===== config.mk =====
export PLATFORM = sky130hd
export DESIGN_NAME = spi_axil_top
export DESIGN_NICKNAME = d
export VERILOG_FILES = /design/src/hw/spi_pkg.sv /design/src/hw/spi_fifo.sv /design/src/hw/spi_regs.sv /design/src/hw/spi_engine.sv /design/src/hw/spi_axil_top.sv
export VERILOG_INCLUDE_DIRS = /design/src /design/src/hw
export SDC_FILE = /design/constraint.sdc
export NUM_CORES = 1
export LEC_CHECK = 0
export BUFFER_PORTS_ARGS = -buffer_cell sky130_fd_sc_hd__buf_4
export CAP_MARGIN = 0
export CORE_MARGIN = 4
export CORE_UTILIZATION = 41
export DETAILED_ROUTE_END_ITERATION = 10
export GPL_TIMING_DRIVEN = 0
export PLACE_DENSITY = 0.68
export SYNTH_ARGS = -nofsm -noshare
export SYNTH_HDL_FRONTEND = slang
export SYNTH_SLANG_ARGS = --single-unit

===== constraint.sdc =====
create_clock -name clk -period 4.6 [get_ports clk]
set_input_delay 0.69 -clock clk [delete_from_list [all_inputs] [get_ports clk]]
set_output_delay 0.69 -clock clk [all_outputs]
set_load 0.01 [all_outputs]

===== src/hw/spi_consts.svh =====
/* Widths, register map and reset values of the SPI master.
   Included by the package and by every block that sizes ports from it. */
`ifndef SPI_CONSTS_SVH
`define SPI_CONSTS_SVH

// Datapath and host address widths
`define SPI_DATA_W       32
`define SPI_ADDR_W       8
`define SPI_NUM_SS       4
`define SPI_FIFO_DEPTH   16

// Register offsets, word aligned
`define SPI_REG_ID       8'h00
`define SPI_REG_RESET    8'h10
`define SPI_REG_CTRL     8'h20
`define SPI_REG_STATUS   8'h28
`define SPI_REG_SS       8'h2C
`define SPI_REG_TX       8'h30
`define SPI_REG_RX       8'h34

`define SPI_ID_VALUE     32'h294EC100
`define SPI_RESET_KEY    32'h0000000A
`define SPI_DEF_PRESCALE 16'd4
`define SPI_DEF_WIDTH    8'd8

`endif


===== src/hw/spi_pkg.sv =====
/* Types shared by the SPI master blocks and its testbench.
   Host request structs and the decoded control register. */
`default_nettype none

`include "spi_consts.svh"

package spi_pkg;

    // Control register fields
    typedef struct packed {
        logic [15:0] prescale;
        logic [7:0]  word_width;
        logic        mssa;
        logic        lsb_first;
        logic        cpol;
        logic        cpha;
        logic        spe;
        logic        loop;
    } spi_cfg_t;

    // Host write, address and data travel together
    typedef struct packed {
        logic [`SPI_ADDR_W-1:0] addr;
        logic [`SPI_DATA_W-1:0] data;
    } axil_wr_t;

    typedef struct packed {
        logic [`SPI_ADDR_W-1:0] addr;
    } axil_rd_t;

endpackage

`default_nettype wire


===== src/hw/spi_fifo.sv =====
/* Synchronous word FIFO with valid/ready on both sides.
   Serves as both the transmit and the receive queue. */
`default_nettype none

`include "spi_consts.svh"

module spi_fifo #(
    parameter int DEPTH = `SPI_FIFO_DEPTH
) (
    input  wire                    clk,
    input  wire                    reset_i,
    input  wire                    clear_i,
    input  wire  [`SPI_DATA_W-1:0] in_data_i,
    input  wire                    in_valid_i,
    output logic                   in_ready_o,
    output logic [`SPI_DATA_W-1:0] out_data_o,
    output logic                   out_valid_o,
    input  wire                    out_ready_i
);

    localparam int PTR_W = (DEPTH > 1) ? $clog2(DEPTH) : 1;

    logic [`SPI_DATA_W-1:0] mem [DEPTH];
    logic [PTR_W-1:0]       wr_ptr_q;
    logic [PTR_W-1:0]       rd_ptr_q;
    logic [PTR_W:0]         count_q;
    logic                   push;
    logic                   pop;

    // Full and empty show up as the handshake signals
    assign in_ready_o  = (count_q != (PTR_W + 1)'(DEPTH));
    assign out_valid_o = (count_q != '0);
    assign out_data_o  = mem[rd_ptr_q];

    assign push = in_valid_i && in_ready_o;
    assign pop  = out_valid_o && out_ready_i;

    always_ff @(posedge clk) begin
        if (reset_i || clear_i) begin
            wr_ptr_q <= '0;
            rd_ptr_q <= '0;
            count_q  <= '0;
        end else begin
            if (push) begin
                wr_ptr_q <= (wr_ptr_q == PTR_W'(DEPTH - 1)) ? '0 : wr_ptr_q + 1'b1;
            end
            if (pop) begin
                rd_ptr_q <= (rd_ptr_q == PTR_W'(DEPTH - 1)) ? '0 : rd_ptr_q + 1'b1;
            end
            case ({push, pop})
                2'b10:   count_q <= count_q + 1'b1;
                2'b01:   count_q <= count_q - 1'b1;
                default: ;
            endcase
        end
    end

    always_ff @(posedge clk) begin
        if (push) begin
            mem[wr_ptr_q] <= in_data_i;
        end
    end

endmodule

`default_nettype wire


===== src/hw/spi_regs.sv =====
/* Host register block of the SPI master on a reduced AXI-lite port.
   Holds control and slave select, feeds the TX FIFO and drains the RX FIFO. */
`default_nettype none

`include "spi_consts.svh"

module spi_regs (
    input  wire                         clk,
    input  wire                         reset_i,
    input  wire spi_pkg::axil_wr_t      wr_req_i,
    input  wire                         wr_valid_i,
    output logic                        wr_ready_o,
    output logic                        b_valid_o,
    input  wire                         b_ready_i,
    input  wire spi_pkg::axil_rd_t      rd_req_i,
    input  wire                         rd_valid_i,
    output logic                        rd_ready_o,
    output logic [`SPI_DATA_W-1:0]      r_data_o,
    output logic                        r_valid_o,
    input  wire                         r_ready_i,
    output logic [`SPI_DATA_W-1:0]      tx_data_o,
    output logic                        tx_valid_o,
    input  wire                         tx_ready_i,
    input  wire  [`SPI_DATA_W-1:0]      rx_data_i,
    input  wire                         rx_valid_i,
    output logic                        rx_ready_o,
    input  wire                         tx_empty_i,
    input  wire                         rx_full_i,
    output spi_pkg::spi_cfg_t           cfg_o,
    output logic [`SPI_NUM_SS-1:0]      ss_o,
    output logic                        clear_o
);

    // A width field of 0 stands for the default word width
    localparam spi_pkg::spi_cfg_t CFG_DEFAULT = '{
        prescale:   `SPI_DEF_PRESCALE,
        word_width: 8'd0,
        mssa:       1'b1,
        default:    1'b0
    };

    spi_pkg::spi_cfg_t      cfg_q;
    logic [`SPI_NUM_SS-1:0] ss_q;
    logic                   do_wr;
    logic                   do_rd;
    logic [`SPI_ADDR_W-1:0] wr_addr;
    logic [`SPI_ADDR_W-1:0] rd_addr;
    logic [`SPI_DATA_W-1:0] rd_word;

    assign do_wr   = wr_valid_i && wr_ready_o;
    assign do_rd   = rd_valid_i && rd_ready_o;
    assign wr_addr = {wr_req_i.addr[`SPI_ADDR_W-1:2], 2'b00};
    assign rd_addr = {rd_req_i.addr[`SPI_ADDR_W-1:2], 2'b00};

    // Host handshakes, ready pulses once and waits for the response to drain
    always_ff @(posedge clk) begin
        if (reset_i) begin
            wr_ready_o <= 1'b0;
            b_valid_o  <= 1'b0;
            rd_ready_o <= 1'b0;
            r_valid_o  <= 1'b0;
        end else begin
            wr_ready_o <= wr_valid_i && !wr_ready_o && !(b_valid_o && !b_ready_i);
            b_valid_o  <= do_wr || (b_valid_o && !b_ready_i);
            rd_ready_o <= rd_valid_i && !rd_ready_o && !(r_valid_o && !r_ready_i);
            r_valid_o  <= do_rd || (r_valid_o && !r_ready_i);
        end
    end

    // Register writes
    always_ff @(posedge clk) begin
        if (reset_i) begin
            cfg_q   <= CFG_DEFAULT;
            ss_q    <= '1;
            clear_o <= 1'b0;
        end else begin
            clear_o <= 1'b0;
            if (do_wr) begin
                case (wr_addr)
                    `SPI_REG_RESET: begin
                        if (wr_req_i.data == `SPI_RESET_KEY) begin
                            cfg_q   <= CFG_DEFAULT;
                            ss_q    <= '1;
                            clear_o <= 1'b1;
                        end
                    end
                    `SPI_REG_CTRL: begin
                        cfg_q.prescale   <= wr_req_i.data[31:16];
                        cfg_q.word_width <= wr_req_i.data[15:8];
                        cfg_q.mssa       <= wr_req_i.data[5];
                        cfg_q.lsb_first  <= wr_req_i.data[4];
                        cfg_q.cpol       <= wr_req_i.data[3];
                        cfg_q.cpha       <= wr_req_i.data[2];
                        cfg_q.spe        <= wr_req_i.data[1];
                        cfg_q.loop       <= wr_req_i.data[0];
                        // Any new configuration flushes both queues
                        clear_o          <= 1'b1;
                    end
                    `SPI_REG_SS: ss_q <= wr_req_i.data[`SPI_NUM_SS-1:0];
                    default: ;
                endcase
            end
        end
    end

    // TX push lasts the handshake cycle only, so a full FIFO drops the word
    assign tx_valid_o = do_wr && (wr_addr == `SPI_REG_TX);
    assign tx_data_o  = wr_req_i.data;

    assign rx_ready_o = do_rd && (rd_addr == `SPI_REG_RX);

    always_comb begin
        rd_word = '0;
        case (rd_addr)
            `SPI_REG_ID:     rd_word = `SPI_ID_VALUE;
            `SPI_REG_CTRL: begin
                rd_word = {cfg_q.prescale, cfg_q.word_width, 2'b00,
                           cfg_q.mssa, cfg_q.lsb_first, cfg_q.cpol,
                           cfg_q.cpha, cfg_q.spe, cfg_q.loop};
            end
            // TX_FULL, TX_EMPTY, RX_FULL, RX_EMPTY
            `SPI_REG_STATUS: rd_word[3:0] = {~tx_ready_i, tx_empty_i, rx_full_i, ~rx_valid_i};
            `SPI_REG_SS:     rd_word[`SPI_NUM_SS-1:0] = ss_q;
            `SPI_REG_RX: begin
                if (rx_valid_i) begin
                    rd_word = rx_data_i;
                end
            end
            default: ;
        endcase
    end

    always_ff @(posedge clk) begin
        if (do_rd) begin
            r_data_o <= rd_word;
        end
    end

    always_comb begin
        cfg_o = cfg_q;
        if (cfg_q.word_width == 8'd0) begin
            cfg_o.word_width = `SPI_DEF_WIDTH;
        end
    end

    assign ss_o = ss_q;

endmodule

`default_nettype wire


===== src/hw/spi_engine.sv =====
/* SPI serial engine, one word per transfer in any of the four modes.
   Pops the TX FIFO, drives SCLK and MOSI, and pushes the received word. */
`default_nettype none

`include "spi_consts.svh"

module spi_engine (
    input  wire                    clk,
    input  wire                    reset_i,
    input  wire                    clear_i,
    input  wire spi_pkg::spi_cfg_t cfg_i,
    input  wire  [`SPI_DATA_W-1:0] tx_data_i,
    input  wire                    tx_valid_i,
    output logic                   tx_ready_o,
    output logic [`SPI_DATA_W-1:0] rx_data_o,
    output logic                   rx_valid_o,
    input  wire                    rx_ready_i,
    input  wire                    miso_i,
    output logic                   sclk_o,
    output logic                   mosi_o,
    output logic                   busy_o
);

    logic                   busy_q;
    logic                   rx_valid_q;
    logic                   sclk_q;
    logic                   mosi_q;
    logic [15:0]            pcnt_q;
    logic [5:0]             hcnt_q;
    logic [`SPI_DATA_W-1:0] tx_q;
    logic [`SPI_DATA_W-1:0] rx_q;
    logic [4:0]             wm1;
    logic [4:0]             bit_idx;
    logic [4:0]             next_idx;
    logic [4:0]             first_idx;
    logic                   start;
    logic                   edge_tick;
    logic                   leading;
    logic                   last_edge;

    // Word width minus one, widths above 32 clamp to 32
    assign wm1 = (cfg_i.word_width > 8'd32) ? 5'd31 : 5'(cfg_i.word_width - 8'd1);

    // Hold off new words while the RX FIFO has no room for the result
    assign tx_ready_o = cfg_i.spe && rx_ready_i && !busy_q;
    assign start      = tx_valid_i && tx_ready_o;

    // hcnt counts SCLK edges, even ones lead and odd ones trail
    assign edge_tick = busy_q && !rx_valid_q && (pcnt_q == cfg_i.prescale);
    assign leading   = !hcnt_q[0];
    assign last_edge = hcnt_q[0] && (hcnt_q[5:1] == wm1);

    // Bit positions inside the right-aligned word
    assign first_idx = cfg_i.lsb_first ? 5'd0 : wm1;
    assign bit_idx   = cfg_i.lsb_first ? hcnt_q[5:1] : wm1 - hcnt_q[5:1];
    assign next_idx  = cfg_i.lsb_first ? hcnt_q[5:1] + 5'd1 : wm1 - hcnt_q[5:1] - 5'd1;

    always_ff @(posedge clk) begin
        if (reset_i || clear_i) begin
            busy_q     <= 1'b0;
            rx_valid_q <= 1'b0;
            sclk_q     <= 1'b0;
            mosi_q     <= 1'b0;
            pcnt_q     <= '0;
            hcnt_q     <= '0;
        end else if (start) begin
            busy_q <= 1'b1;
            sclk_q <= cfg_i.cpol;
            pcnt_q <= '0;
            hcnt_q <= '0;
            // CPHA 0 puts the first bit out before the leading edge
            if (!cfg_i.cpha) begin
                mosi_q <= tx_data_i[first_idx];
            end
        end else if (rx_valid_q) begin
            rx_valid_q <= 1'b0;
            busy_q     <= 1'b0;
        end else if (busy_q) begin
            if (edge_tick) begin
                pcnt_q <= '0;
                sclk_q <= ~sclk_q;
                hcnt_q <= hcnt_q + 6'd1;
                if (leading && cfg_i.cpha) begin
                    mosi_q <= tx_q[bit_idx];
                end
                if (!leading && !cfg_i.cpha && !last_edge) begin
                    mosi_q <= tx_q[next_idx];
                end
                if (last_edge) begin
                    rx_valid_q <= 1'b1;
                end
            end else begin
                pcnt_q <= pcnt_q + 16'd1;
            end
        end
    end

    // Sample on leading edges for CPHA 0, trailing edges for CPHA 1
    always_ff @(posedge clk) begin
        if (start) begin
            tx_q <= tx_data_i;
            rx_q <= '0;
        end else if (edge_tick && (leading != cfg_i.cpha)) begin
            rx_q[bit_idx] <= miso_i;
        end
    end

    assign sclk_o     = busy_q ? sclk_q : cfg_i.cpol;
    assign mosi_o     = mosi_q;
    assign rx_data_o  = rx_q;
    assign rx_valid_o = rx_valid_q;
    assign busy_o     = busy_q;

endmodule

`default_nettype wire


===== src/hw/spi_axil_top.sv =====
/* Top level of the SPI master with its host register port.
   Connects registers, FIFOs and engine, and decodes the slave selects. */
`default_nettype none

`include "spi_consts.svh"

module spi_axil_top (
    input  wire                         clk,
    input  wire                         reset_i,
    input  wire spi_pkg::axil_wr_t      wr_req_i,
    input  wire                         wr_valid_i,
    output logic                        wr_ready_o,
    output logic                        b_valid_o,
    input  wire                         b_ready_i,
    input  wire spi_pkg::axil_rd_t      rd_req_i,
    input  wire                         rd_valid_i,
    output logic                        rd_ready_o,
    output logic [`SPI_DATA_W-1:0]      r_data_o,
    output logic                        r_valid_o,
    input  wire                         r_ready_i,
    output logic                        spi_sclk_o,
    output logic                        spi_mosi_o,
    input  wire                         spi_miso_i,
    output logic [`SPI_NUM_SS-1:0]      spi_ncs_o
);

    spi_pkg::spi_cfg_t      cfg;
    logic [`SPI_NUM_SS-1:0] ss;
    logic [`SPI_NUM_SS-1:0] ncs;
    logic                   clear;
    logic [`SPI_DATA_W-1:0] tx_push_data;
    logic                   tx_push_valid;
    logic                   tx_push_ready;
    logic [`SPI_DATA_W-1:0] tx_pop_data;
    logic                   tx_pop_valid;
    logic                   tx_pop_ready;
    logic [`SPI_DATA_W-1:0] rx_push_data;
    logic                   rx_push_valid;
    logic                   rx_push_ready;
    logic [`SPI_DATA_W-1:0] rx_pop_data;
    logic                   rx_pop_valid;
    logic                   rx_pop_ready;
    logic                   busy;
    logic                   sclk;
    logic                   mosi;
    logic                   miso;

    spi_regs u_regs (
        .clk        (clk),
        .reset_i    (reset_i),
        .wr_req_i   (wr_req_i),
        .wr_valid_i (wr_valid_i),
        .wr_ready_o (wr_ready_o),
        .b_valid_o  (b_valid_o),
        .b_ready_i  (b_ready_i),
        .rd_req_i   (rd_req_i),
        .rd_valid_i (rd_valid_i),
        .rd_ready_o (rd_ready_o),
        .r_data_o   (r_data_o),
        .r_valid_o  (r_valid_o),
        .r_ready_i  (r_ready_i),
        .tx_data_o  (tx_push_data),
        .tx_valid_o (tx_push_valid),
        .tx_ready_i (tx_push_ready),
        .rx_data_i  (rx_pop_data),
        .rx_valid_i (rx_pop_valid),
        .rx_ready_o (rx_pop_ready),
        .tx_empty_i (~tx_pop_valid),
        .rx_full_i  (~rx_push_ready),
        .cfg_o      (cfg),
        .ss_o       (ss),
        .clear_o    (clear)
    );

    spi_fifo #(.DEPTH(`SPI_FIFO_DEPTH)) u_tx_fifo (
        .clk         (clk),
        .reset_i     (reset_i),
        .clear_i     (clear),
        .in_data_i   (tx_push_data),
        .in_valid_i  (tx_push_valid),
        .in_ready_o  (tx_push_ready),
        .out_data_o  (tx_pop_data),
        .out_valid_o (tx_pop_valid),
        .out_ready_i (tx_pop_ready)
    );

    spi_fifo #(.DEPTH(`SPI_FIFO_DEPTH)) u_rx_fifo (
        .clk         (clk),
        .reset_i     (reset_i),
        .clear_i     (clear),
        .in_data_i   (rx_push_data),
        .in_valid_i  (rx_push_valid),
        .in_ready_o  (rx_push_ready),
        .out_data_o  (rx_pop_data),
        .out_valid_o (rx_pop_valid),
        .out_ready_i (rx_pop_ready)
    );

    spi_engine u_engine (
        .clk        (clk),
        .reset_i    (reset_i),
        .clear_i    (clear),
        .cfg_i      (cfg),
        .tx_data_i  (tx_pop_data),
        .tx_valid_i (tx_pop_valid),
        .tx_ready_o (tx_pop_ready),
        .rx_data_o  (rx_push_data),
        .rx_valid_o (rx_push_valid),
        .rx_ready_i (rx_push_ready),
        .miso_i     (miso),
        .sclk_o     (sclk),
        .mosi_o     (mosi),
        .busy_o     (busy)
    );

    // Highest low bit of the select register wins
    always_comb begin
        ncs = '1;
        for (int i = 0; i < `SPI_NUM_SS; i++) begin
            if (!ss[i]) begin
                ncs    = '1;
                ncs[i] = cfg.mssa ? 1'b0 : ~busy;
            end
        end
    end

    // Bus held idle while disabled
    assign spi_sclk_o = cfg.spe ? sclk : 1'b0;
    assign spi_mosi_o = cfg.spe ? mosi : 1'b0;
    assign spi_ncs_o  = cfg.spe ? ncs : '1;

    assign miso = cfg.spe ? (cfg.loop ? spi_mosi_o : spi_miso_i) : 1'b0;

endmodule

`default_nettype wire


==> flow_summary.json <==
{
  "start_kind": "register",
  "finClkSkew_ns": 0.0498,
  "hold_violations": 0,
  "post-place-cells": 4351,
  "clkTransAtPathRegs_ns": 0.06,
  "drv_cap": 0,
  "netlist_area_um2": 48600,
  "cp.required_ns": 5.19,
  "layoutNonFillerInstCount": 4581,
  "ys_seq_elements": 1219,
  "layout_common_cells": "edfxtp_1 (1088), mux4_2 (283), nand2_1 (153), nor2_1 (133), dfxtp_1 (130)",
  "pre_cts_ws_ns": -1.17,
  "io_buffers": 91,
  "clk-insertion-delay-late_ns": 0.72,
  "cellLeakagePower_nw": 19.5,
  "vias": 27000,
  "core_um2": 118000,
  "seq_area_frac_synth_pct": 72.6,
  "grt_pass1_vias": 26500,
  "cts_root_buffer": "clkbuf_16",
  "final_common_cell": "edfxtp_1",
  "overflow": 0,
  "antenna_found_initial": 2,
  "grt_usage_pct": 20.4,
  "worst_setup_path_end_kind": "register",
  "ant_nets": 0,
  "setup_viol": 0,
  "drtPass1Iterations": 6,
  "vdd_ir_drop_max_mv": 0.322,
  "cellPowerDensity_nw_per_um2": 391,
  "hold_path.class": "in -> reg",
  "ctsHtreeMaxLevel": 3,
  "async_reset_ff_share_pct": 0,
  "path_class": "reg -> reg",
  "place_congestion": 0.892,
  "rows": 126,
  "hpwl_um": 85200,
  "crit_arrival_ns": 5.06,
  "cts_buffers": 120,
  "tightest_slew_ns": 1.40,
  "synth-edff-count": 1088,
  "slew_violations": 0,
  "drc": 0,
  "period_minus_slack_ns": 4.48,
  "die_w_um": 352,
  "hold_buffers": 0,
  "yosysUniqueCellTypes": 69,
  "max_freq_mhz": 223,
  "utilization_pct": 48.0,
  "grt_max_degree": 33,
  "outcome": "complete, no violations",
  "fin_nets": 3026,
  "ys.flop_type": "edfxtp_1",
  "rsz0062_at_grt": "false",
  "cts_sinks": 1219,
  "timing.final.crit_share_pct": 97.3,
  "cts_buffer_depth": 3,
  "cts_tree": "done",
  "avgRoutedWirePerCell_um": 28.0,
  "drtIter0Drc": 3634,
  "syn_to_final_growth_pct": 16.4,
  "grt_pass1_wl_um": 186000,
  "drive_gt1_share_pct": 23.8,
  "yosysWarnings": 0,
  "vias_per_cell": 5.89,
  "start_util_pct": 41.2,
  "wl_um": 128000,
  "max_slew_margin_pct": 5.65,
  "cp_max_fo": 7,
  "die_area_um2": 124000,
  "syn_nets": 2762,
  "synthCells": 2675,
  "syn-mean-instance-area_um2": 18.2,
  "fp.dieH_um": 352,
  "top_level_ports": 97,
  "whs_ns": 0.203,
  "setup_ws_ns": 0.125
}
metrics by stage:
stage | total power, W | cell area, um^2 | TNS [ns]
2_1_floorplan | 0.0122 | 48600 | 0
3_5_place_dp | 0.0124 | 52400 | -28.80
4_1_cts | 0.0222 | 56500 | 0
6_report | 0.0221 | 56600 | 0
3_3_place_gp | 0.0124 | 51200 | -1263.79
5_1_grt | 0.0227 | 56600 | 0
routing by layer:
metal	wire length [um]	up-vias	share of wire (%)	GRT usage, %
met4	3410	2	2.7	6.02
met5	13	-	0.010	0
met3	12700	196	9.9	4.30
li1	-	11200	-	-
met1	53200	14100	41	29.6
met2	59100	1443	46	31.3
timing repair:
| item | 4_1_cts | 5_1_grt |
|---|---|---|
| pin swaps | 2 | 0 |
| resized for setup | 21 | 25 |
| buffers inserted | 4 | 0 |
| setup endpoints to repair | 33 | 33 |
| hold endpoints to repair | 0 | 0 |
cells in the mapped netlist (all sizes together) (45+ instances only):
library cell  instances  area [um^2]
buf                  58          285
a22oi                46          345
dfxtp               131         2620
nor2                164          616
clkbuf               80          300
inv                  70          263
mux2i               110         1100
nand3                47          235
o21ai                45          225
nand2               153          574
a21oi                82          414
edfxtp             1088        32700
mux4                283         6370
path summary, 6_finish.rpt:
check,startpoint,depth (start not counted),slack [ns],end
worst max-delay path,u_regs.cfg_q[6],15,0.12,u_engine.mosi_o
worst min register to register,u_rx_fifo.count_q[4],2,0.50,u_rx_fifo.count_q[4]
worst min-delay path,rd_valid_i,2,0.20,u_regs.rd_ready_o
worst max register to register,u_regs.cfg_q[6],15,0.12,u_engine.mosi_o
where the power goes:
part | switching [W] | internal, W
logic | 0.000165 | 0.0000514
clock network | 0.00414 | 0.00578
registers | 0.00000848 | 0.0120
total | 0.00432 | 0.0178
layout make-up:
cell class                 instances  area (um^2)
fill                            9646        61400
clock inverter                    61          656
clock buffer                     166         3360
tap                             1536         1920
buffer                           136          612
antenna                            1         2.50
inverter                          71          270
sequential                      1219        35300
multi-input combinational       1247        12800
timing repair buffer             144         1610
sequential cells by signal, summed over array words and instances (netlist names), 4 cells and up, named ones only:
| signal | count |
|---|---|
| u_rx_fifo.mem | 512 |
| u_regs.ss_o | 4 |
| u_tx_fifo.rd_ptr_q | 4 |
| u_rx_fifo.wr_ptr_q | 4 |
| u_engine.pcnt_q | 16 |
| u_regs.r_data_o | 32 |
| u_engine.tx_q | 32 |
| u_rx_fifo.rd_ptr_q | 4 |
| u_tx_fifo.count_q | 5 |
| u_tx_fifo.mem | 512 |
| u_engine.hcnt_q | 6 |
| u_regs.cfg_o | 22 |
| u_regs.cfg_q | 8 |
| u_engine.rx_data_o | 32 |
| u_tx_fifo.wr_ptr_q | 4 |
| u_rx_fifo.count_q | 5 |
worst max-delay path, stage by stage (launching register included):
cell,delay (ns)
dfxtp_2,0.40
inv_1,0.09
ha_1,0.19
or4b_1,0.43
buf_2,0.17
nand3_4,0.14
clkinvlp_4,0.14
ha_1,0.23
fa_1,0.44
xor2_1,0.27
o21ai_2,0.69
mux2i_1,0.27
mux2i_1,0.12
mux2_2,0.31
a221oi_2,0.37
a21oi_2,0.11
kinds of logic after synthesis:
logic type,after synthesis,share of synthesized area [%]
buffers and inverters,209,1.75
AOI/OAI and AO/OA,250,3.29
adders and majority gates,32,0.870
muxes,407,15.7
and+or+nand+nor,495,4.65
DFF,1219,72.6
xor gates and xnor gates,63,1.14
Power figures use the tool's default switching activity.
